## config.mk

```make
export PLATFORM = sky130hd
export DESIGN_NAME = pipe_reg
export DESIGN_NICKNAME = d
export VERILOG_FILES = /design/src/hw/pipe_reg.sv
export SDC_FILE = /design/constraint.sdc
export NUM_CORES = 1
export LEC_CHECK = 0
export ABC_AREA = 1
export BUFFER_PORTS_ARGS = -buffer_cell sky130_fd_sc_hd__buf_2
export CAP_MARGIN = 20
export CORE_UTILIZATION = 35
export CTS_CLUSTER_SIZE = 25
export DETAILED_ROUTE_END_ITERATION = 10
export PLACE_DENSITY_LB_ADDON = 0.1
export SYNTH_ARGS = -nofsm -noshare
export SYNTH_HDL_FRONTEND = slang
export SYNTH_SLANG_ARGS = --single-unit
```

## constraint.sdc

```tcl
create_clock -name clk -period 0.8 [get_ports clk]
set_input_delay 0.16 -clock clk [delete_from_list [all_inputs] [get_ports clk]]
set_output_delay 0.16 -clock clk [all_outputs]
set_load 0.01 [all_outputs]
```

## src/hw/pipe_reg.sv

```systemverilog
////////////////////
// pipe_reg
// stage register with hold and squash
////////////////////
`timescale 1ns/1ps
`default_nettype none

module pipe_reg #(
    parameter type payload_t = logic [31:0]
) (
    input  wire logic     clk,
    input  wire logic     reset,
    input  wire logic     stall,
    input  wire logic     nop,
    input  wire payload_t d,
    output payload_t      q
);

    always_ff @(posedge clk) begin
        if (reset || nop) begin
            // all-zero payload is the bubble
            q <= '0;
        end else if (!stall) begin
            q <= d;
        end
    end

endmodule

`default_nettype wire

```

---- Word-level counts from Yosys, hierarchy flattened ----
Cells that the tools add are included.
word-level totals
  word-level logic and storage cells ...... 2
  input bits .............................. 36
  output and inout port bits .............. 32
  register bits ........................... 32
operators by class
  reductions and logical operators ........ 1
operators by type and width
  kind              number
  1-bit logical OR  1

---- Longest topological paths before layout ----
  depth in word-level cells ............... 1
  gate-level depth with buffers ........... 5
  depth with buffers taken out ............ 4

---- Worst setup path after synthesis ----
Ideal clock, no wire load.
  path type ............................... input-to-reg
  start ................................... in stall
  end ..................................... reg q[0] in the netlist's numbering
  setup slack ............................. 0.122 ns
  stages .................................. 4
  data arrival time ....................... 0.565 ns
  setup time .............................. 0.113 ns
  data required time ...................... 0.687 ns
  path buffers ............................ 2
  cell sequence ........................... buf_6 -> buf_4 -> nor2_1 -> nor2_1
RTL lines
  element               RTL line  text
  start, declared       13        input wire logic stall,
  end signal, assigned  22        q <= '0;
  end signal, assigned  24        q <= d;
  end, declared         16        output payload_t q

---- Final worst setup path ----
  start ................................... reg q[5] in the netlist's numbering
  end ..................................... out q[5] in the netlist's numbering
No word-level cell between the ends.

==> out/qor.txt <==
Final hold vios: 0
Remaining Overflow, GRT: 0
Drt total wl: 2830 µm
Worst-Margin Slew: 135 ps
Max incr delay on CP: 330 ps
Critical path depth: 1
Total track usage: 15.0%
Clock power frac: 39.8%
Fillers: 369
NetSw: 0.881 mW
Status: complete, but fails checks
Syn_area_per_cell: 6.67 µm²
Top Usage Layer GRT: met2
Die area: 4120 µm²
Final Max Tran Viols: 0
Detailed Routing Iterations Pass 1: 3
Slowest library cell on the worst path: dfxtp_2
Number of synthesized flops with an enable pin: 0
Flop pwr share: 45.5%
Routed Antenna Nets: 0
Max_cap viols: 0
Delay-heaviest family, CP: flip-flops
Leak: 1.09 nW
Number of buffer and inverter stages on the critical path: 1
Number of buffers created by CTS: 5
Root Buffer: clkbuf_8
Grt met1 use: 15.7%
Worst r2r path cells: 5
Top flop regs: q: 32 flops
P&R area growth vs syn: 55.7%
Largest register FFs: 32
Max-slew headroom: 91.0%
Gpl congestion: 0.707
Hpwl dp: 1970 µm
Place WS: -19.4 ps
Critical path peak fanout: 2
Initial Util: 36.7%
Critical Path AT: 720 ps
Die width: 64.2 µm
DRT iter0 DRCs: 57
Clk slew on worst S/H paths: 70 ps
Rows: 22
Clock Tree Buf Depth: 2
Min cycle time layout: 883 ps
Synthesized net count: 239
Sink Count: 32
Critical Path End Type: output port
Layout cell share with drive strength beyond 1: 42.1%
Largest area contributor in the netlist: dfxtp_1
Fin nets: 313
Largest net degree at the start of global routing: 31
H-Tree Depth: 2
Die H: 64.2 µm
Final worst slack: -83.1 ps
Initial antenna violation count: 0
Post-CTS Hold Fix Bufs: 0
Failing checks: negative setup slack
Fin crit share: 110%
Area contributors post-synth: dfxtp_1, nand2_1, nor2_1, inv_1, buf_6
Worst Path Class, Setup: reg2out
Post-Synthesis Cells: 203
Vias in the first global route: 1148
R2R Setup Slk: 70 ps
Vias per Instance: 3.93
Clock Latency Late Sink: 280 ps
RSZ-0062 raised after global routing: true
GR Layer Usage met3: 5.71%
Main synth FF type: dfxtp_1
Ant. Diodes: 0
Global-route wire length before repair: 4700 µm
Mapped Area: 1350 µm²
Int Pwr: 2.91 mW
Reg with most FFs: q
Setup TNS Final: -2400 ps
Yosys reg bits: 32
Vias: 1281
Switch share: 23.2%
Pwr dens: 1800 nW/µm²
CTS tree: done
CP Cell Sequence: buf_6
DRC errors left: 0
Startpoint Class: flop
Worst hold stages: 3
FFs w/ async S/R, synth: 0%
Core area: 3690 µm²
Min-Delay Path Class: in2reg
Final clock skew: 0 ps
Sequential share of the synthesized area: 47.3%
Share of the synthesized area in the top cell type: 47.3%
Ports: 68
WP data required: 640 ps
Met2 usage: 26.5%
Number of library cell types mapped by synthesis: 7
Synthesis Warnings: 0
Gate power share: 14.7%
Final setup violation count: 32
Fmax: 1130 MHz
Most common library cells after synthesis: nand2_1, nor2_1, dfxtp_1, inv_1, buf_6
I/O Buffers: 67
Post-route cell area: 2110 µm²
Post-DP Area: 1730 µm²
Routed WL per cell: 8.69 µm
Max VDD drop: 0.908 mV
## cell type report
cell class,count,area [µm²],area share (%)
clock buffers,6,72.6,3.44
well taps,48,60.1,2.85
clock inverters,2,35.0,1.66
flip-flops and latches,32,681,32.3
repair buffers,77,648,30.7
multi-input cells,129,492,23.3
inverters,32,120,5.70
## power by group through the flow
stage	sequential [mW]	clock, mW	combinational, mW
2_1_floorplan	1.76	0	0.250
3_3_place_gp	1.73	0	0.472
3_5_place_dp	1.73	0	0.473
4_1_cts	1.72	1.57	0.553
5_1_grt	1.73	1.65	0.622
6_report	1.72	1.51	0.555
## logic make-up after synthesis
group / after synthesis / share of synthesized area, %
flip-flops: 32 / 47.3
buffers and inverters: 42 / 16.4
AND/OR/NAND/NOR: 129 / 36.3
## worst paths after layout
check | from | to
min | d[31] | q[31]
max reg2reg | q[3] | q[3]
max | q[5] | q[5]
min reg2reg | q[23] | q[23]
## metal layers
metal / vias to the layer above / part of all wire [%]
met5: - / 0
met4: 0 / 1.5
met3: 5 / 6.2
met2: 37 / 50
met1: 524 / 42
li1: 715 / -
## per-stage QoR
stage,utilization [%],hold slack [ps],cells,power (mW)
CTS,56.5,82.9,323,3.84
global route,57.2,90.5,326,4.00
floorplan,-,289,203,2.01
global placement,46.9,376,314,2.20
finish,57.2,91.7,326,3.79
detailed placement,46.9,382,314,2.20
## placed cells by master, fill, tap and decap left out
master and count:
bufinv_16 1, buf_12 3, clkbuf_8 5, buf_6 32, clkbuf_1 1, inv_1 32, clkinv_2 1, nand2_1 64
dfxtp_2 32, nor2_4 1, buf_2 35, buf_4 7, nor2_1 64
## repair_timing
action / 4_1_cts / 5_1_grt
gates resized for setup: 64 / 0
setup endpoints to repair: 32 / 32
setup buffers: 1 / 3
hold endpoints to repair: 0 / 0
Note: power is estimated with default switching activity, not from simulation.
