[config.mk]
export PLATFORM = sky130hd
export DESIGN_NAME = regfile
export DESIGN_NICKNAME = d
export VERILOG_FILES = /design/src/hw/core_pkg.sv /design/src/hw/regfile.sv
export SDC_FILE = /design/constraint.sdc
export NUM_CORES = 2
export LEC_CHECK = 0
export BUFFER_PORTS_ARGS = -buffer_cell sky130_fd_sc_hd__buf_2
export CORE_MARGIN = 3
export CORE_UTILIZATION = 57
export DETAILED_ROUTE_END_ITERATION = 7
export PLACE_DENSITY = 0.76
export SLEW_MARGIN = 15
export SYNTH_ARGS = -nofsm -noshare
export SYNTH_HDL_FRONTEND = slang
export SYNTH_SLANG_ARGS = --single-unit
[constraint.sdc]
create_clock -name clk -period 2.6 [get_ports clk]
set_clock_uncertainty 0.2 [all_clocks]
set_input_delay 0.39 -clock clk [delete_from_list [all_inputs] [get_ports clk]]
set_output_delay 0.39 -clock clk [all_outputs]
set_load 0.02 [all_outputs]
[src/hw/core_pkg.sv]
////////////////////
// core package
// opcodes, ALU operations, control and stage register types
////////////////////
`default_nettype none

package core_pkg;

    // base opcodes of the supported RV32I subset
    localparam logic [6:0] OP_REG    = 7'b0110011;
    localparam logic [6:0] OP_IMM    = 7'b0010011;
    localparam logic [6:0] OP_LUI    = 7'b0110111;
    localparam logic [6:0] OP_LOAD   = 7'b0000011;
    localparam logic [6:0] OP_STORE  = 7'b0100011;
    localparam logic [6:0] OP_BRANCH = 7'b1100011;
    localparam logic [6:0] OP_JAL    = 7'b1101111;

    localparam logic [31:0] RESET_PC = 32'h0;

    typedef enum logic [2:0] {
        ALU_ADD,
        ALU_SUB,
        ALU_AND,
        ALU_OR,
        ALU_XOR,
        ALU_SLT,
        ALU_PASSB
    } alu_op_e;

    // all zero is a bubble
    typedef struct packed {
        logic reg_write;
        logic mem_read;
        logic mem_write;
        logic branch_eq;
        logic branch_ne;
        logic jump;
        logic alu_src_imm;
        logic valid;
        logic link;
    } ctrl_t;

    typedef struct packed {
        logic [31:0] pc;
        logic [31:0] instr;
    } if_id_t;

    typedef struct packed {
        ctrl_t       ctrl;
        alu_op_e     alu_op;
        logic [31:0] pc;
        logic [31:0] rs1_val;
        logic [31:0] rs2_val;
        logic [31:0] imm;
        logic [4:0]  rs1;
        logic [4:0]  rs2;
        logic [4:0]  rd;
    } id_ex_t;

    typedef struct packed {
        ctrl_t       ctrl;
        logic [31:0] result;
        logic [31:0] store_data;
        logic [31:0] target;
        logic        take;
        logic [4:0]  rd;
    } ex_mem_t;

    typedef struct packed {
        logic        reg_write;
        logic [4:0]  rd;
        logic [31:0] wdata;
    } mem_wb_t;

endpackage

`default_nettype wire

[src/hw/regfile.sv]
////////////////////
// register file
// 31 writable registers, write-through reads
////////////////////
`timescale 1ns/1ps
`default_nettype none

module regfile import core_pkg::*; (
    input  wire logic        clk,
    input  wire logic        reset,
    input  wire logic [4:0]  raddr1,
    input  wire logic [4:0]  raddr2,
    output logic [31:0]      rdata1,
    output logic [31:0]      rdata2,
    input  wire mem_wb_t     wb
);

    logic [31:0] regs [1:31];

    function automatic logic [31:0] read_port(input logic [4:0] addr, input mem_wb_t w,
                                              input logic [31:0] stored);
        logic [31:0] val;
        if (addr == 5'd0) begin
            val = 32'd0;
        end else if (w.reg_write && w.rd == addr) begin
            // same-cycle write from WB
            val = w.wdata;
        end else begin
            val = stored;
        end
        return val;
    endfunction

    always_ff @(posedge clk) begin
        if (reset) begin
            for (int i = 1; i < 32; i++) begin
                regs[i] <= 32'd0;
            end
        end else if (wb.reg_write && wb.rd != 5'd0) begin
            regs[wb.rd] <= wb.wdata;
        end
    end

    assign rdata1 = read_port(raddr1, wb, regs[raddr1]);
    assign rdata2 = read_port(raddr2, wb, regs[raddr2]);

endmodule

`default_nettype wire

Word-level counts from Yosys, hierarchy flattened
Memory sizes are Yosys's and may differ from the RTL's.
Cells that the tools add are included.
{"block": "classes", "n_eq_ne": 2, "n_mux": 12, "reduce_logical": 7}
{"cell": "32-bit two-way mux", "count": 5}
{"cell": "32-bit OR reduction", "count": 1}
{"cell": "5-bit == test", "count": 2}
{"cell": "5-bit zero test", "count": 2}
{"cell": "1-bit two-way mux", "count": 6}
{"cell": "5-bit two-way mux", "count": 1}
{"cell": "5-bit nonzero test", "count": 1}
{"cell": "1-bit logical AND", "count": 3}
{"block": "word_totals", "regBits": 0, "ram_bits": 992, "input_bits": 50, "word_cells": 22, "n_memories": 1}
{"name": "regs", "depth": 31, "word_bits": 32, "read_ports": 2, "rd_clocked_by_memory_dff": 0, "write_ports": 31, "line_no": "regfile.sv:18", "source": "logic [31:0] regs [1:31];"}

Depth between registers and ports, before layout
{"block": "depth", "ltp_word": 7, "depth_mapped": 10}

Worst setup path after synthesis
Ideal clock, no wire load.
{"block": "synth_timing", "path_type": "input port to output port", "from": "input raddr1[0]", "to": "output rdata1[10]", "arrival_time_ps": 2252, "setup_slack_ps": -242, "path_stages": 9, "cell_sequence": "buf_2 buf_6 buf_2 buf_2 mux2i_1 o22ai_1 a2111oi_0 a21oi_1 a22o_1"}
{"block": "synth_between", "elab_chain_cells": 4}
{"element": "from (decl)", "line_no": "regfile.sv:11", "source": "input wire logic [4:0] raddr1,"}
{"element": "branches (longest 3 deep; another with memory read 31 x 32 bit)"}
{"element": "32-bit two-way mux *", "line_no": "regfile.sv:23", "source": "if (addr == 5'd0) begin"}
{"element": "to (decl)", "line_no": "regfile.sv:13", "source": "output logic [31:0] rdata1,"}
Every way passes the cells marked *.

==> run summary <==
================================================================================
Routability Congestion                                                     1.010
Max Clock Freq                                                         299.4 MHz
Post-synthesis async set-or-reset flop share                                  0%
Vias                                                                      40,113
Flip-flop cell with the highest count after synthesis               sky130_fd_sc_hd__edfxtp_1
Root buffer cell                                                    sky130_fd_sc_hd__clkbuf_16
Clk pin slew, worst setup/hold paths                                     0.06 ns
Synthesis-stage register bit count                                         1,024
Kind of start point of the critical path                               flip-flop
Leading cell types in the layout, fill and taps excluded            sky130_fd_sc_hd__edfxtp_1 (1,024), sky130_fd_sc_hd__and2_1 (993), sky130_fd_sc_hd__buf_4 (451)
Register with the most flip-flops                                           regs
Clock tree from TritonCTS                                                   done
CTS Sinks                                                                  1,024
Post-layout net count                                                      4,248
Setup crit end kind                                                 primary output
Starting density of the core                                              57.51%
Period minus WS final                                                   3.340 ns
Critical Path Fanout Max                                                       2
Total overflow reported by the global router                                   0
Type of the worst setup path                                        flip-flop to primary output
First-pass iteration count of the detailed router                              8
Type of the worst min-delay path                                    input pin to flip-flop
Fraction of layout instances using a drive strength above 1               35.36%
Max reg flops                                                              1,024
Post-synth top area cell                                            sky130_fd_sc_hd__edfxtp_1
Residual DRC count                                                             0
Die area                                                             99,760 um^2
Count of pins on the block boundary                                          114
Sequential-to-total area share from yosys stat                            56.19%
Post-layout total power                                                 41.30 mW
Status                                                              finished, violations left
Cell area after synthesis                                            54,720 um^2
Number of enable-type register cells in the synthesized netlist            1,024
First-pass GRT wire length                                              284.6 mm
Data arrival, critical path                                              2.75 ns
Vias/cell                                                                  7.224
HPWL after detailed placement                                           130.8 mm
Worst slack on hold paths                                            0.008991 ns
Regs by FF count                                                      regs x1024
First-iteration detailed-routing DRC count                                 7,314
TritonCTS Buffers                                                            106
Crit share post-route                                                     128.4%
Mapped Cells                                                               3,741
Cell count after placement                                                 5,295
Number of endpoints with negative hold slack in the final report               0
Die width                                                               315.8 um
Violated checks                                                     setup timing
Final setup slack of the worst path                                   -0.7396 ns
Pin slew with the least headroom to its limit                          0.7535 ns
Number of antenna violations at the first check in global routing             15
Standard-cell rows                                                           113
Htree depth                                                                    3
Unrepaired setup endpoints after global routing                              yes
Final-layout fill cell count                                               6,018
Most common cell after layout, fill and taps aside                  sky130_fd_sc_hd__edfxtp_1
Rel. slew slack                                                           49.76%
Leading cell types by total area after synthesis                    sky130_fd_sc_hd__edfxtp_1 (56%), sky130_fd_sc_hd__mux4_2 (16%), sky130_fd_sc_hd__and2_1 (11%)
Peak VDD IR                                                            0.6155 mV
Maximum number of pins on one net before global-route repair                  41
Post-detailed-route count of antenna-violating nets                            0
Core outline area                                                    95,150 um^2
Area delta synth->final                                                   22.86%
Worst setup timing slack at the placement stage                       -0.7164 ns
Synth unique cells                                                            51
Routed len/inst                                                         36.82 um
Number of global-route vias before repair                                 40,191
Height of the chip                                                      315.8 um
Power per standard cell area                                        614.3 nW/um^2
Port Buf Inserts                                                             113
Required time reported for the critical path endpoint                    2.01 ns
Routed wire length                                                      204.5 mm
Number of violations of the max-capacitance limit                              0
Final design utilization                                                  70.66%
Leakage                                                                 24.56 nW
Post-route insts no fill                                                   5,553
Synth Area per Inst                                                   14.63 um^2
Setup violation total in the final timing report                              64
Maximum buffer depth of the clock tree                                         3
Synth warnings                                                                 0
Fin. max-slew vios                                                             0
Total global-route track usage                                            40.95%
Area fraction of the dominant cell type after synthesis                   56.19%
================================================================================
[critical path: stages, from the launching register on]
cell                        delay, ns
sky130_fd_sc_hd__edfxtp_1        0.43
sky130_fd_sc_hd__mux4_2          0.49
sky130_fd_sc_hd__a22o_1          0.28
sky130_fd_sc_hd__a2111oi_4       0.20
sky130_fd_sc_hd__buf_4           0.17
sky130_fd_sc_hd__a21oi_2         0.04
sky130_fd_sc_hd__a22o_4          0.27
sky130_fd_sc_hd__buf_6           0.14
[cell type report]
type	instances	area, um^2	area share [%]
Tap cell	1265	1583	2.354
Antenna cell	6	15.01	0.02233
Clock inverter	61	515.5	0.7667
Sequential cell	1024	30750	45.74
Timing Repair Buffer	732	7641	11.37
Inverter	2	7.507	0.01117
Clock buffer	131	2768	4.117
Multi-Input combinational cell	2332	23950	35.63
[metal layers]
metal  track usage, %  vias to the layer above  part of all wire, %
met5                0                        -                0.012
met4            29.14                        4                  8.7
met3            14.96                      991                   16
met2            58.55                     4010                   43
met1            51.94                    19746                   32
li1                 -                    15362                    -
[path summary, 6_finish.rpt]
check                                  start                    endpoint  slack [ns]  depth (start not counted)
hold / removal                        wb[19]  regs[18][19]$_SDFFCE_PN0P_       0.009                          2
setup / recovery  regs[12][22]$_SDFFCE_PN0P_                  rdata1[22]       -0.74                          7
[stage by stage]
| stage | cell area (um^2) | setup TNS (ns) |
|---|---|---|
| floorplan | 55280 | 0 |
| global placement | 61670 | -31.43 |
| detailed placement | 61670 | -31.59 |
| CTS | 66820 | -32.20 |
| global route | 67220 | -36.54 |
| finish | 67230 | -34.10 |
[cells in the mapped netlist (all sizes together), types with 2 or more instances]
cell	instances
edfxtp	1024
and2	996
mux4	388
clkbuf	302
mux2i	281
a22oi	133
buf	112
a21oi	78
a22o	55
nor2	45
o221ai	42
o22ai	41
nand2	37
or2	33
a2111oi	24
o221a	18
a221o	13
nand3	11
o211ai	10
xnor2	10
a32oi	9
o21ai	9
a211oi	7
a31oi	7
mux2	5
nor2b	5
a221oi	4
nand3b	4
o31ai	4
o32ai	4
nand2b	3
nor3	3
o2111ai	3
o22a	3
a211o	2
inv	2
nand4	2
or3	2
or3b	2
[where the power goes]
part	switching [mW]	total, mW	internal [mW]
Clock	6.52	14.8	8.31
Sequential	0.510	19.6	19.1
Combinational	3.77	6.88	3.10
[cells by family (layout without fill, tap and decap cells)]
family / Yosys count / after routing / synth area share (%)
AND/OR/NAND/NOR: 1147 / 1147 / 12.74
flip-flops: 1024 / 1024 / 56.19
multiplexers: 674 / 674 / 21.21
AO/OA/AOI/OAI: 469 / 469 / 6.452
buffers and inverters: 416 / 926 / 3.238
XOR/XNOR: 10 / 10 / 0.1600
other: 1 / 38 / 0.006853
[timing repair]
item,4_1_cts,5_1_grt
buffers inserted,35,15
setup endpoints to repair,64,64
hold buffers,13,0
resized for setup,299,44
endpoints found under the hold margin,46,0
cloned,2,1
pin swaps,151,20
(Power assumes the default switching activity.)
