File: config.mk
export PLATFORM = sky130hd
export DESIGN_NAME = decode
export DESIGN_NICKNAME = d
export VERILOG_FILES = /design/src/hw/core_pkg.sv /design/src/hw/decode.sv
export SDC_FILE = /design/constraint.sdc
export NUM_CORES = 1
export LEC_CHECK = 0
export BUFFER_PORTS_ARGS = -buffer_cell sky130_fd_sc_hd__buf_2
export CORE_AREA = 2 2 114 116
export DETAILED_ROUTE_END_ITERATION = 12
export DIE_AREA = 0 0 116 118
export SETUP_SLACK_MARGIN = 0.02
export SLEW_MARGIN = 0
export SYNTH_ARGS = -nofsm -noshare
export SYNTH_HDL_FRONTEND = slang
export SYNTH_SLANG_ARGS = --single-unit
File: constraint.sdc
create_clock -name vclk -period 4
set_clock_uncertainty 0.1 [all_clocks]
set_input_delay 0.6 -clock vclk [all_inputs]
set_output_delay 0.6 -clock vclk [all_outputs]
set_load 0.03 [all_outputs]
File: src/hw/core_pkg.sv
////////////////////
// core package
// opcodes, ALU operations, control and stage register types
////////////////////
`default_nettype none

package core_pkg;

    // base opcodes of the supported RV32I subset
    localparam logic [6:0] OP_REG    = 7'b0110011;
    localparam logic [6:0] OP_IMM    = 7'b0010011;
    localparam logic [6:0] OP_LUI    = 7'b0110111;
    localparam logic [6:0] OP_LOAD   = 7'b0000011;
    localparam logic [6:0] OP_STORE  = 7'b0100011;
    localparam logic [6:0] OP_BRANCH = 7'b1100011;
    localparam logic [6:0] OP_JAL    = 7'b1101111;

    localparam logic [31:0] RESET_PC = 32'h0;

    typedef enum logic [2:0] {
        ALU_ADD,
        ALU_SUB,
        ALU_AND,
        ALU_OR,
        ALU_XOR,
        ALU_SLT,
        ALU_PASSB
    } alu_op_e;

    // all zero is a bubble
    typedef struct packed {
        logic reg_write;
        logic mem_read;
        logic mem_write;
        logic branch_eq;
        logic branch_ne;
        logic jump;
        logic alu_src_imm;
        logic valid;
        logic link;
    } ctrl_t;

    typedef struct packed {
        logic [31:0] pc;
        logic [31:0] instr;
    } if_id_t;

    typedef struct packed {
        ctrl_t       ctrl;
        alu_op_e     alu_op;
        logic [31:0] pc;
        logic [31:0] rs1_val;
        logic [31:0] rs2_val;
        logic [31:0] imm;
        logic [4:0]  rs1;
        logic [4:0]  rs2;
        logic [4:0]  rd;
    } id_ex_t;

    typedef struct packed {
        ctrl_t       ctrl;
        logic [31:0] result;
        logic [31:0] store_data;
        logic [31:0] target;
        logic        take;
        logic [4:0]  rd;
    } ex_mem_t;

    typedef struct packed {
        logic        reg_write;
        logic [4:0]  rd;
        logic [31:0] wdata;
    } mem_wb_t;

endpackage

`default_nettype wire

File: src/hw/decode.sv
////////////////////
// decode stage
// fields, immediates, register reads, control
////////////////////
`timescale 1ns/1ps
`default_nettype none

module decode import core_pkg::*; (
    input  wire if_id_t      if_in,
    input  wire logic [31:0] rdata1,
    input  wire logic [31:0] rdata2,
    output logic [4:0]       raddr1,
    output logic [4:0]       raddr2,
    output id_ex_t           id_out
);

    logic [31:0] instr;
    logic [6:0]  opcode;
    logic [2:0]  funct3;
    logic [6:0]  funct7;
    logic [31:0] imm_i, imm_s, imm_b, imm_u, imm_j;
    logic [31:0] imm;
    ctrl_t       ctrl;
    alu_op_e     alu_op;
    logic        use_rs1, use_rs2;

    assign instr  = if_in.instr;
    assign opcode = instr[6:0];
    assign funct3 = instr[14:12];
    assign funct7 = instr[31:25];

    assign imm_i = {{20{instr[31]}}, instr[31:20]};
    assign imm_s = {{20{instr[31]}}, instr[31:25], instr[11:7]};
    assign imm_b = {{19{instr[31]}}, instr[31], instr[7], instr[30:25], instr[11:8], 1'b0};
    assign imm_u = {instr[31:12], 12'b0};
    assign imm_j = {{11{instr[31]}}, instr[31], instr[19:12], instr[20], instr[30:21], 1'b0};

    always_comb begin
        ctrl    = '0;
        alu_op  = ALU_ADD;
        imm     = '0;
        use_rs1 = 1'b0;
        use_rs2 = 1'b0;
        case (opcode)
            OP_REG: begin
                use_rs1 = 1'b1;
                use_rs2 = 1'b1;
                ctrl.reg_write = 1'b1;
                case (funct3)
                    3'b000: alu_op = funct7[5] ? ALU_SUB : ALU_ADD;
                    3'b111: alu_op = ALU_AND;
                    3'b110: alu_op = ALU_OR;
                    3'b100: alu_op = ALU_XOR;
                    3'b010: alu_op = ALU_SLT;
                    default: ctrl.reg_write = 1'b0;
                endcase
            end
            OP_IMM: begin
                use_rs1 = 1'b1;
                imm = imm_i;
                ctrl.alu_src_imm = 1'b1;
                ctrl.reg_write = 1'b1;
                case (funct3)
                    3'b000: alu_op = ALU_ADD;
                    3'b111: alu_op = ALU_AND;
                    3'b110: alu_op = ALU_OR;
                    default: ctrl.reg_write = 1'b0;
                endcase
            end
            OP_LUI: begin
                imm = imm_u;
                alu_op = ALU_PASSB;
                ctrl.alu_src_imm = 1'b1;
                ctrl.reg_write = 1'b1;
            end
            OP_LOAD: begin
                use_rs1 = 1'b1;
                imm = imm_i;
                ctrl.alu_src_imm = 1'b1;
                ctrl.mem_read = (funct3 == 3'b010);
                ctrl.reg_write = (funct3 == 3'b010);
            end
            OP_STORE: begin
                use_rs1 = 1'b1;
                use_rs2 = 1'b1;
                imm = imm_s;
                ctrl.alu_src_imm = 1'b1;
                ctrl.mem_write = (funct3 == 3'b010);
            end
            OP_BRANCH: begin
                use_rs1 = 1'b1;
                use_rs2 = 1'b1;
                imm = imm_b;
                ctrl.branch_eq = (funct3 == 3'b000);
                ctrl.branch_ne = (funct3 == 3'b001);
            end
            OP_JAL: begin
                imm = imm_j;
                ctrl.jump = 1'b1;
                ctrl.link = 1'b1;
                ctrl.reg_write = 1'b1;
            end
            default: ;
        endcase
        // anything left without an action is a bubble
        ctrl.valid = ctrl.reg_write | ctrl.mem_write | ctrl.branch_eq | ctrl.branch_ne;
    end

    // unused source fields read x0 so they never cause a stall
    assign raddr1 = use_rs1 ? instr[19:15] : 5'd0;
    assign raddr2 = use_rs2 ? instr[24:20] : 5'd0;

    always_comb begin
        id_out.ctrl    = ctrl;
        id_out.alu_op  = alu_op;
        id_out.pc      = if_in.pc;
        id_out.rs1_val = rdata1;
        id_out.rs2_val = rdata2;
        id_out.imm     = imm;
        id_out.rs1     = raddr1;
        id_out.rs2     = raddr2;
        id_out.rd      = ctrl.reg_write ? instr[11:7] : 5'd0;
    end

endmodule

`default_nettype wire

Word-level counts from Yosys, hierarchy flattened. Index checks and enable logic that the tools add are counted.

Register bits after elaboration: 0. Input bits: 128. Output and inout bits: 165. Logic and storage cells: 41.

Equality and inequality tests: 12. Muxes and demuxes: 18. Bitwise logic cells: 3. Reductions and logical operators: 8.

Operators with widths (number): one-hot mux 32 bit (5 select lines) (1); equality test 7 x 6 -> 1 bit (second input constant) (3); two-way mux 5 bit (3); one-hot mux 3 bit (5 select lines) (1); equality test 7 bit (second input constant) (2); OR reduction 5 bit (2); equality test 3 bit (second input constant) (3); two-way mux 1 bit (9); one-hot mux 3 bit (3 select lines) (1); equality test 7 x 2 -> 1 bit (second input constant) (1); equality test 7 x 5 -> 1 bit (second input constant) (1); OR reduction 3 bit (2); one-hot mux 1 bit (4 select lines) (1); one-hot mux 2 bit (2 select lines) (1); OR reduction 2 bit (2); OR reduction 4 bit (1); equality test 3 x 1 -> 1 bit (second input constant) (1); equality test 3 x 2 -> 1 bit (second input constant) (1); logical NOT 3 bit (1); bitwise OR 1 bit (3); two-way mux 2 bit (1).

Longest topological paths before layout.
Depth in word-level cells: 7. Depth in mapped cells: 6. Mapped depth without buffers: 4.

Worst setup path after synthesis. OpenSTA, ideal clock, no wires.

Path type: input port to output port. Start: input if_in[13] (netlist name). End: output id_out[0] (netlist name). Data arrival time: 2379 ps. Required time: 3300 ps. Path slack: 921 ps. Cell stages on the path: 5. Buffers on the path: 1. Cell sequence: buf_4 > nor4b_1 > nor4b_2 > a211oi_2 > nor2b_1.

RTL lines: start, declared (RTL line decode.sv:9) `input wire if_id_t if_in,`; end, declared (RTL line decode.sv:14) `output id_ex_t id_out`.

==> impl_results.md <==
- Mapped cell area: 1590 sq um
- DP Worst Slack: 0.992 ns
- Largest family of logic cells by synthesized area: buffers and inverters
- Final Non-Filler Cells: 370
- Area of the core: 12400 sq um
- Critical path arrival: 2.26 ns
- # fillers: 1490
- IO buf count: 101
- Total area of sequential cells: 0 sq um
- Layout cell share with drive strength beyond 1: 57.1%
- Synth Net Count: 339
- Num rows: 41
- Final Max Slew Viols: 0
- Minimum clock period: 2.96 ns
- Placed cells: 370
- Synth cell types: 39
- Hold Path Class: in -> out
- Setup crit start kind: input pin
- Most frequent cells in the layout: buf_2 (101), a21o_1 (20), nor2b_1 (13)
- DR pass1 iterations: 4
- Mux cell area share after synthesis: 0%
- Routed WL: 6230 um
- Area delta synth->final: -8.49%
- Crit path max fanout: 14
- Die H: 118 um
- Most common cell after layout, fill and taps aside: buf_2
- Register area share after synthesis: 0%
- Die width: 116 um
- Post-synthesis simple-gate area fraction: 23.7%
- Post-route cell area: 1460 sq um
- Hold_buf cts: 0
- Post-CTS resize count: 0
- Yosys warns: 0
- Ant. Diodes: 0
- All-Layer GR Usage: 8.33%
- Vias in the first global route: 1228
- Total global routing overflow: 0
- Post-route ant nets: 0
- Setup-failing EPs final: 0
- Initial antenna violation count: 0
- Post-place instance area: 1460 sq um
- Setup crit end kind: primary output
- Slew margin rel.: 52.8%
- Final Worst Setup Slack: 1.04 ns
- Io pins: 293
- Adder-cell area share of the yosys netlist: 0%
- DR DRC count: 0
- Global-route wire length before repair: 8290 um
- Maximum VDD drop: 0.0112 mV
- Setup TNS: 0 ns
- DR vias/cell: 3.51
- Largest net degree at the start of global routing: 15
- Max_cap viols: 0
- Post-synthesis cell count: 211
- Synth Area in XOR/XNOR: 0.550%
- Routed vias: 1299
- Clkbuf count: 0
- Iteration-0 DRC Markers: 43
- Post-CTS setup buffer count: 0
- Syn_area_per_cell: 7.54 sq um
- RePlAce Congestion: 0.699
- Die area: 13700 sq um
- Wirelength per Cell: 16.8 um
- Worst-Margin Slew: 0.707 ns
- Fin Hold WS: 1.10 ns
- Cell leakage power: 0.931 nW
- Setup Crit Path Kind: in -> out
- F_max: 338 MHz
- Worst Path Required: 3.30 ns
- Final net count: 328
- Period utilization: 74.0%
- Power Density: 60.8 nW/um^2
- Post-DP HPWL: 5560 um
- Status: complete, no violations
- Initial Util: 12.8%
- FFs & Latches: 0
- RSZ-0062 raised after global routing: no
- Synth Area in Compound Gates: 21.2%
- Final Hold Vio Count: 0
[routing by layer]
layer	vias up	part of all wire, %	GRT usage, %
li1	573	-	-
met1	567	32	8.06
met5	-	0	0
met2	131	50	15.5
met3	28	15	3.66
met4	0	3.3	2.68
[through the flow]
stage / total power [mW] / utilization, %
floorplan: 0.233 / -
global placement: 0.0893 / 11.7
detailed placement: 0.0897 / 11.7
CTS: 0.0898 / 11.7
global route: 0.0964 / 11.7
finish: 0.0886 / 11.7
[worst paths after layout]
path / start / endpoint / slack (ns) / cells past startpoint
min: if_in[37] / id_out[116] / 1.10 / 0
max: if_in[5] / id_out[36] / 1.04 / 6
[kinds of logic (layout without fill, tap and decap cells)]
logic type,after synthesis,count (layout)
buffers and inverters,117,104
AOI/OAI and AO/OA,40,40
xor gates and xnor gates,1,1
and+or+nand+nor,53,53
[report_power, final]
group / leakage, nW / switching [mW] / internal (mW)
clock: 0 / 0 / 0
sequential: 0 / 0 / 0
combinational: 0.931 / 0.0560 / 0.0326
[Yosys cell counts]
cell | number | area share, %
a21oi_4 | 1 | 1.0
o21a_1 | 3 | 1.4
and4bb_4 | 1 | 1.0
nor3b_1 | 1 | 0.47
o31ai_1 | 1 | 0.47
nand4bb_4 | 1 | 1.7
nor4b_1 | 1 | 0.55
or3b_4 | 1 | 0.71
nor2_2 | 1 | 0.39
or2_1 | 1 | 0.39
buf_2 | 3 | 0.94
a21o_1 | 20 | 9.4
and2_1 | 11 | 4.3
o21ai_0 | 1 | 0.31
a22o_1 | 5 | 2.8
o21bai_1 | 1 | 0.47
nand4_2 | 1 | 0.79
nand3b_2 | 1 | 0.71
nor2_1 | 5 | 1.2
xor2_1 | 1 | 0.55
o32ai_4 | 1 | 1.7
nand2b_1 | 2 | 0.79
nor3_1 | 2 | 0.63
a211oi_2 | 1 | 0.79
nor4b_2 | 1 | 0.94
nor2b_2 | 1 | 0.55
buf_6 | 2 | 1.4
buf_4 | 109 | 51
o22ai_1 | 1 | 0.39
a32o_1 | 1 | 0.63
inv_1 | 3 | 0.71
nand3_1 | 1 | 0.31
nand2_1 | 5 | 1.2
nor2b_1 | 13 | 5.1
nor4_1 | 2 | 0.79
a41o_1 | 1 | 0.63
a31o_1 | 1 | 0.55
a21oi_1 | 2 | 0.63
nor3b_4 | 1 | 1.2
[cell type report]
cell class | instances | area (sq um) | area share, %
Multi-Input combinational cell | 94 | 724 | 49.7
Inverter | 3 | 11.3 | 0.773
Timing Repair Buffer | 101 | 505 | 34.7
Tap cell | 172 | 215 | 14.8
[critical path, stage by stage]
cell,delay [ns]
buf_2,0.26
nor2b_1,0.24
and2_1,0.40
o21a_1,0.42
a21o_1,0.13
buf_2,0.19
(Power assumes the default switching activity.)
