**config.mk**
```make
export PLATFORM = sky130hd
export DESIGN_NAME = fetch
export DESIGN_NICKNAME = d
export VERILOG_FILES = /design/src/hw/core_pkg.sv /design/src/hw/fetch.sv
export SDC_FILE = /design/constraint.sdc
export NUM_CORES = 1
export LEC_CHECK = 0
export ABC_AREA = 1
export BUFFER_PORTS_ARGS = -buffer_cell sky130_fd_sc_hd__buf_2
export CAP_MARGIN = 10
export CORE_ASPECT_RATIO = 1.5
export CORE_MARGIN = 2
export CORE_UTILIZATION = 47
export DETAILED_ROUTE_END_ITERATION = 10
export PLACE_DENSITY = 0.95
export SYNTH_ARGS = -nofsm -noshare
export SYNTH_HDL_FRONTEND = slang
export SYNTH_SLANG_ARGS = --single-unit
```
**constraint.sdc**
```tcl
create_clock -name clk -period 2.81 [get_ports clk]
set_clock_uncertainty 0.05 [all_clocks]
set_input_delay 0.1405 -clock clk [delete_from_list [all_inputs] [get_ports clk]]
set_output_delay 0.1405 -clock clk [all_outputs]
set_load 0.005 [all_outputs]
```
**src/hw/core_pkg.sv**
```systemverilog
////////////////////
// core package
// opcodes, ALU operations, control and stage register types
////////////////////
`default_nettype none

package core_pkg;

    // base opcodes of the supported RV32I subset
    localparam logic [6:0] OP_REG    = 7'b0110011;
    localparam logic [6:0] OP_IMM    = 7'b0010011;
    localparam logic [6:0] OP_LUI    = 7'b0110111;
    localparam logic [6:0] OP_LOAD   = 7'b0000011;
    localparam logic [6:0] OP_STORE  = 7'b0100011;
    localparam logic [6:0] OP_BRANCH = 7'b1100011;
    localparam logic [6:0] OP_JAL    = 7'b1101111;

    localparam logic [31:0] RESET_PC = 32'h0;

    typedef enum logic [2:0] {
        ALU_ADD,
        ALU_SUB,
        ALU_AND,
        ALU_OR,
        ALU_XOR,
        ALU_SLT,
        ALU_PASSB
    } alu_op_e;

    // all zero is a bubble
    typedef struct packed {
        logic reg_write;
        logic mem_read;
        logic mem_write;
        logic branch_eq;
        logic branch_ne;
        logic jump;
        logic alu_src_imm;
        logic valid;
        logic link;
    } ctrl_t;

    typedef struct packed {
        logic [31:0] pc;
        logic [31:0] instr;
    } if_id_t;

    typedef struct packed {
        ctrl_t       ctrl;
        alu_op_e     alu_op;
        logic [31:0] pc;
        logic [31:0] rs1_val;
        logic [31:0] rs2_val;
        logic [31:0] imm;
        logic [4:0]  rs1;
        logic [4:0]  rs2;
        logic [4:0]  rd;
    } id_ex_t;

    typedef struct packed {
        ctrl_t       ctrl;
        logic [31:0] result;
        logic [31:0] store_data;
        logic [31:0] target;
        logic        take;
        logic [4:0]  rd;
    } ex_mem_t;

    typedef struct packed {
        logic        reg_write;
        logic [4:0]  rd;
        logic [31:0] wdata;
    } mem_wb_t;

endpackage

`default_nettype wire

```
**src/hw/fetch.sv**
```systemverilog
////////////////////
// fetch stage
// program counter and instruction bus request
////////////////////
`timescale 1ns/1ps
`default_nettype none

module fetch import core_pkg::*; (
    input  wire logic        clk,
    input  wire logic        reset,
    input  wire logic        stall,
    input  wire logic        iready_n,
    input  wire logic        redirect,
    input  wire logic [31:0] target,
    input  wire logic [31:0] idata,
    output logic [31:0]      iaddr,
    output if_id_t           if_out,
    output logic             fetch_valid
);

    logic [31:0] pc;

    always_ff @(posedge clk) begin
        if (reset) begin
            pc <= RESET_PC;
        end else if (redirect) begin
            // taken branch or jal from MEM
            pc <= target;
        end else if (!stall && !iready_n) begin
            pc <= pc + 32'd4;
        end
    end

    assign iaddr = pc;

    // word only counts when the bus says ready
    assign fetch_valid = !iready_n;

    always_comb begin
        if_out.pc = pc;
        if_out.instr = idata;
    end

endmodule

`default_nettype wire

```
# After elaboration in Yosys (flattened, before gate mapping)
# Cells that the tools add are included.
# Widths: inputs -> output; s select.
classes:
  add_sub_neg: 1
  n_mux: 2
  shift: 0
  bitwise: 0
  reduce_logical: 4
  eq_ne: 0
  mul: 0
  order_cmp: 0
  div: 0
ops:
  columns: ["operator", "count"]
  rows:
  - ["$mux 32", 2]
  - ["$add 32x3->32 const B", 1]
  - ["$logic_not 1->1", 2]
  - ["$reduce_bool 2->1", 1]
  - ["$logic_and 1x1->1", 1]
totals:
  memories: 0
  input_bits: 69
  output_inout_bits: 97
  mem_bits_ro: 0
  register_bits: 32
  mem_bits_rw: 0
  elab_cells: 8
  latchBits: 0

# Depth between registers and ports, before layout
# Gate-level depths: netlist (run 1).
logic_depth:
  word_depth: 4
  depth_mapped: 10
  depth_no_buf: 10

# Worst setup path before layout (run 1)
# No wires, ideal clock.
synth_path:
  path_kind: "reg2reg"
  startpoint: "register pc[2] (netlist: iaddr[2])"
  endpoint: "register pc[26] (netlist: iaddr[26])"
  setup_ps: 132
  path_stages_with_launch: 11
  t_required_ps: 2628
  period_less_slack_ps: 1454
  n_path_buf: 0
  arrival_time_ps: 1272
  path_slack_ps: 1356
  cell_sequence: "dfxtp_1 > ha_1 > nand2_2 > nor2_8 > nand2_4 > nor2_4 > nand2_1 > nand2_1 > nand3_1 > nand2_1 > a21oi_2"
synth_between:
  elab_chain_cells: 3
synth_lines:
  columns: ["element", "line_no", "rtl"]
  rows:
  - ["start: declaration", "fetch.sv:21", "logic [31:0] pc;"]
  - ["start signal: assignment", "fetch.sv:28", "pc <= target;"]
  - ["start signal: assignment", "fetch.sv:30", "pc <= pc + 32'd4;"]
  - ["$add 32x3->32", "fetch.sv:30", null]
  - ["$mux 32", "fetch.sv:29", "end else if (!stall && !iready_n) begin"]
  - ["$mux 32", "fetch.sv:26", "end else if (redirect) begin"]
# No other way between the ends. The select of a mux whose other input is x is not followed.
# A chain may end at the register's enable or synchronous reset.

# Final worst setup path (run 1)
layout_path:
  startpoint: "input redirect"
  endpoint: "register pc[21] (netlist: iaddr[21])"
layout_between:
  elab_chain_cells: 1
  elab_cells_between_ends: 2
  classes_between: "mux (1); reduce/logical (1)"
layout_lines:
  columns: ["element", "line_no", "rtl"]
  rows:
  - ["start: declaration", "fetch.sv:13", "input wire logic redirect,"]
  - ["$mux 32 or $reduce_bool 2->1 (tied branches)", null, null]
# Parallel ways exist; a longest one is shown, timed or not.

==> impl_metrics.toml, run 1 <==
[worst_setup_path]
path_delay_family = "simple AND/OR/NAND/NOR gates"
worst-path-buf-inv = 3
critPathMaxStageDelay_ns = 0.76
cpMostUsedCell = "inv_1"
critical_path_class = "in2reg"
worstPathCellList = "buf_2 -> nor2_2 -> inv_1 -> o21ai_0 -> inv_1 -> a21oi_1"
crit_slowest_cell = "nor2_2"
critical_path.startpoint_type = "primary input"
rrSetupSlack_ns = 1.16
critPathArrivalTime_ns = 1.89
cp.required_ns = 2.98
crit_fanout = 23
crit_path_end_kind = "flop"

[global_route]
antenna_found_initial = 0
use_met2_pct = 43.9
grt_use_met3_pct = 3.26
grt_busiest_layer = "met2"
track_usage_pct = 24.2
overflow = 0
grt_max_degree = 24
grt_pass1_wl_mm = 12.2
first_global_vias = 2578
grtUsageMet1_pct = 26.9

[routing]
vias = 2725
wire_per_inst_um = 14.3
drc_errors = 0
routed_via_density = 5.14
ant_nets = 0
routed_wl_mm = 7.58
firstDrtPassIters = 4
drt_iter0_markers = 99

[clock_network]
cts_resized = 0
cts_buffer_depth = 2
postCtsSetupBuffers = 0
cts.clk_slew.worst_paths_ns = 0.07
clk_latency_ns = 0.29
h-tree-depth = 2
cts_tree = "done"
cts_hold_buf = 0
numCtsBuffers = 5
root_buffer = "clkbuf_8"
clock-sinks = 32

[power_and_ir_drop]
p_leak_nw = 1.36
ir_drop_v = 0.000263
power_density_nw_per_um2 = 394

[yosys]
syn-num-nets = 494
synth_top_area_share_pct = 23.8
yosysMostFrequentCell = "nand2_1"
synth_area_leader_cell = "dfxtp_1"
synth_edf_count = 0
avgSynthCellArea_um2 = 6.34
syn_area_um2 = 2690
synth_cell_type_count = 31
netlist_instances = 424
yosys-top-cells-count = "115 x nand2_1, 65 x buf_4, 47 x nor2_1, 38 x inv_1, 32 x dfxtp_1"
synthTopCellsByArea = "dfxtp_1 24%, buf_4 18%, nand2_1 16%, nor2_1 6.6%, inv_1 5.3%"
async_flop_share_pct = 0
synthFlopType = "dfxtp_1"
ys_ff_latch = 32
yosys_warnings = 0
yosysSeqAreaShare_pct = 23.8

[sta]
fin_crit_ns = 1.72
maxSlewHeadroom_pct = 38.7
max_freq_mhz = 581
rsz0062_at_grt = "no"
slew_violations = 0
tightest_slew_ns = 0.918
tns_ns = 0
setup_viol = 0
fin_crit_sh_pct = 61.2
hold_viol_final = 0

[die]
fp.dieArea_um2 = 6350
fp.dieH_um = 96.6
die_w_um = 65.7
initial_core_util_pct = 48.9
ios = 166
core_region_area_um2 = 5490
core.rowCount = 33

[finish]
n_fill_cell = 605
syn_to_final_growth_pct = 6.33
drive_gt1_share_pct = 29.6
nets = 529
n_antenna_cell = 0
fin_util_pct = 52.0
finish.instance_area_um2 = 2860
fin_cells = 530
largest_reg_flops = 32

[place]
place_area_um2 = 2770
port-buffer-count = 101
dpl.hpwl_mm = 5.89
post-place-cells = 522
place.gp.congestion = 0.897

[flow_run]
cap_violations = 0

[worst_hold_path]
hp-class = "in2reg"

[outcome]
status = "finished, final reports clean"
placed cells by master (no fill, tap or decap), types with 2 or more instances in the layout:
master | netlist | layout
a21oi_1 | 16 | 16
a21oi_2 | 3 | 3
a22o_1 | 4 | 4
a31oi_1 | 11 | 11
buf_2 | 4 | 101
buf_4 | 65 | 2
clkbuf_8 | 0 | 6
clkinv_2 | 0 | 2
dfxtp_1 | 32 | 32
inv_1 | 38 | 38
nand2_1 | 115 | 115
nand2_2 | 4 | 4
nand3_1 | 28 | 28
nand3b_1 | 2 | 2
nor2_1 | 47 | 47
nor2_2 | 5 | 5
nor2_4 | 8 | 8
nor3_1 | 2 | 2
o21ai_0 | 11 | 11
o21ai_1 | 3 | 3
or2_2 | 2 | 2
xnor2_1 | 3 | 3
xor2_1 | 6 | 6
where the power goes:
part / total [mW] / switching [mW] / internal (mW)
Sequential: 0.529 / 0.0464 / 0.483
Combinational: 0.215 / 0.116 / 0.0989
Clock: 0.382 / 0.187 / 0.196
Total: 1.13 / 0.349 / 0.777
kinds of logic after synthesis:
| family | count (synthesis) | share of synthesized area, % |
|---|---|---|
| and+or+nand+nor | 217 | 36.3 |
| xor gates and xnor gates | 9 | 2.93 |
| DFF | 32 | 23.8 |
| buffers and inverters | 114 | 25.2 |
| adders and majority gates | 1 | 0.465 |
| AOI/OAI and AO/OA | 51 | 11.3 |
layer usage:
metal  vias to the layer above  wire length, um
met5                         -                0
met1                      1239             2880
met4                         0              281
li1                       1339                -
met2                       107             3950
met3                        40              476
metrics by stage:
step	total power, mW	setup slack (ns)	hold slack (ns)
after global placement	0.749	0.914	0.231
after global routing	1.18	0.910	0.0534
after CTS	1.13	1.07	0.0315
after floorplan	0.716	1.36	0.225
after detailed placement	0.755	0.776	0.231
final	1.13	1.09	0.0283
worst paths after layout:
check / from / to / depth (start not counted)
worst min-delay path: target[1] / iaddr[1] / 3
worst min register to register: iaddr[31] / iaddr[31] / 2
worst max register to register: iaddr[2] / iaddr[26] / 10
worst max-delay path: redirect / iaddr[21] / 6
worst reg2reg max path, stage by stage (launching register included):
cell and delay (ns):
dfxtp_1 0.41, ha_1 0.21, nand2_2 0.10, nor2_8 0.15, nand2_4 0.09, nor2_4 0.18
nand2_1 0.07, nand2_1 0.06, nand3_1 0.07, nand2_1 0.10, a21oi_2 0.05
cell type report:
cell class	instances	area, um^2	area share [%]
multi-input combinational	278	1370	47.9
inverter	39	146	5.12
timing repair buffer	103	520	18.2
clock buffer	6	82.6	2.89
tap	70	87.6	3.06
clock inverter	2	10.0	0.350
sequential	32	641	22.4
Power figures use the tool's default switching activity.
==> run 2: changes to the inputs <==
Settings changed: CORE_UTILIZATION 47 to 44, PLACE_DENSITY 0.95 to 0.91.
Clock period 2.81 ns to 1.68 ns, I/O delays scaled along.
==> run 2 against run 1 <==
  * Clock power increased by 97%
  * First-iteration DRC count increased by 80%
  * Final cell count is 3.4% higher
  * Sequential power rose by 66%
  * Largest cell class unchanged
==> impl_metrics.toml, run 2 (synthesis gave the netlist of run 1 again) <==
[power_and_ir_drop]
p_clk_share_pct = 36.8
power_density_nw_per_um2 = 672
swShare_pct = 29.3
internal_power_mw = 1.44
ir_drop_v = 0.000396
power_frac_comb_pct = 20.2
p_leak_nw = 1.46
power.share.sequential_pct = 43.1
p_sw_uw = 600

[die]
fp.dieH_um = 99.7
initial_core_util_pct = 45.8
fp.dieArea_um2 = 6760
core.rowCount = 34
die_w_um = 67.8
core_region_area_um2 = 5870
ios = 166

[clock_network]
numCtsBuffers = 5
root_buffer = "clkbuf_8"
cts.clk_slew.worst_paths_ns = 0.07
clk_latency_ns = 0.29
cts_tree = "done"
clock-sinks = 32
cts_buffer_depth = 2
h-tree-depth = 2

[worst_setup_path]
critPathArrivalTime_ns = 1.70
crit_slowest_cell = "dfxtp_2"
crit_path_end_kind = "flop"
critical_path_class = "reg2reg"
worstPathCellList = "buf_4 -> inv_1 -> nor2_4 -> nand2_2 -> nor2_4 -> nand2_1 -> a21oi_1 -> o21ai_1 -> nand2_1 -> inv_1"
critPathMaxStageDelay_ns = 0.37
cp.required_ns = 1.82
crit_fanout = 5
critical_path.startpoint_type = "flop"

[routing]
drc_errors = 0
routed_via_density = 5.16
drt_iter0_markers = 178
wire_per_inst_um = 15.0
routed_wl_mm = 8.20
vias = 2828
ant_nets = 0
firstDrtPassIters = 4

[sta]
setup_viol = 0
tightest_slew_ns = 0.724
timing.final.ws_setup_ns = 0.118
max_freq_mhz = 640
fin_crit_sh_pct = 93.0
fin_crit_ns = 1.56
hold_viol_final = 0
slew_violations = 0
maxSlewHeadroom_pct = 51.7

[global_route]
first_global_vias = 2761
overflow = 0
track_usage_pct = 24.9
antenna_found_initial = 0
grt_max_degree = 23
grt_pass1_wl_mm = 12.7

[finish]
final_cell_mix = "114 x nand2_1, 101 x buf_2, 46 x nor2_1, 38 x inv_1, 28 x nand3_1"
n_antenna_cell = 0
fin_util_pct = 51.9
nets = 545
drive_gt1_share_pct = 34.2
largest_reg_flops = 32
finish.instance_area_um2 = 3040
final_common_cell = "nand2_1"
n_fill_cell = 588
syn_to_final_growth_pct = 13.3

[place]
port-buffer-count = 101
place.gp.congestion = 1.03
dpl.hpwl_mm = 6.36
place_area_um2 = 2870
place_ws_ns = 0.0686

[outcome]
status = "finished, final reports clean"

[worst_hold_path]
hp-class = "in2reg"

[flow_run]
cap_violations = 0
## run 2: cell type report
type	instances	area [um^2]	share of cell area (%)
sequential	32	657	21.6
clock buffer	6	72.6	2.38
tap	72	90.1	2.96
timing repair buffer	119	646	21.2
clock inverter	2	35.0	1.15
inverter	39	146	4.81
multi-input combinational	278	1400	45.9
## run 2: layer usage
| metal | wire (um) | GRT usage, % | vias to the layer above |
|---|---|---|---|
| met2 | 4120 | 42.1 | 140 |
| met1 | 2830 | 26.1 | 1259 |
| met4 | 612 | 19.5 | 0 |
| met5 | 0 | 0 | - |
| li1 | - | - | 1371 |
| met3 | 639 | 4.52 | 58 |
## run 2: power groups by stage
stage | logic, mW | registers (mW) | clock network, mW
final | 0.412 | 0.880 | 0.752
after global routing | 0.462 | 0.887 | 0.793
after CTS | 0.408 | 0.873 | 0.751
after detailed placement | 0.402 | 0.889 | 0
after global placement | 0.394 | 0.885 | 0
after floorplan | 0.310 | 0.887 | 0
## run 2: timing repair
action / in CTS / in global routing
gates resized for setup: 0 / 18
setup buffers: 0 / 1
hold buffers: 2 / 0
hold endpoints to repair: 2 / 0
endpoints found under the setup margin: 0 / 13
## run 2: per-stage QoR
stage,instances,total power [mW],hold slack [ns],TNS [ns]
5_1_grt,548,2.14,0.0127,-0.0101
2_1_floorplan,424,1.20,0.145,0
3_5_place_dp,537,1.29,0.118,0
6_report,548,2.04,0.00788,0
3_3_place_gp,537,1.28,0.118,0
4_1_cts,547,2.03,0.0153,0
## run 2: final timing paths
kind / from / to / slack [ns] / cells after the start
min reg2reg: iaddr[2] / iaddr[2] / 0.46 / 2
max reg2reg: iaddr[2] / iaddr[23] / 0.12 / 10
min: target[3] / iaddr[3] / 0.008 / 3
max: iaddr[2] / iaddr[23] / 0.12 / 10
## run 2: worst max-delay path: cells and delay by family, from the launching register on
family,cells,cell delay (ns)
compound gates,2,0.19
flops,1,0.37
simple gates,5,0.63
buf+inv,3,0.22
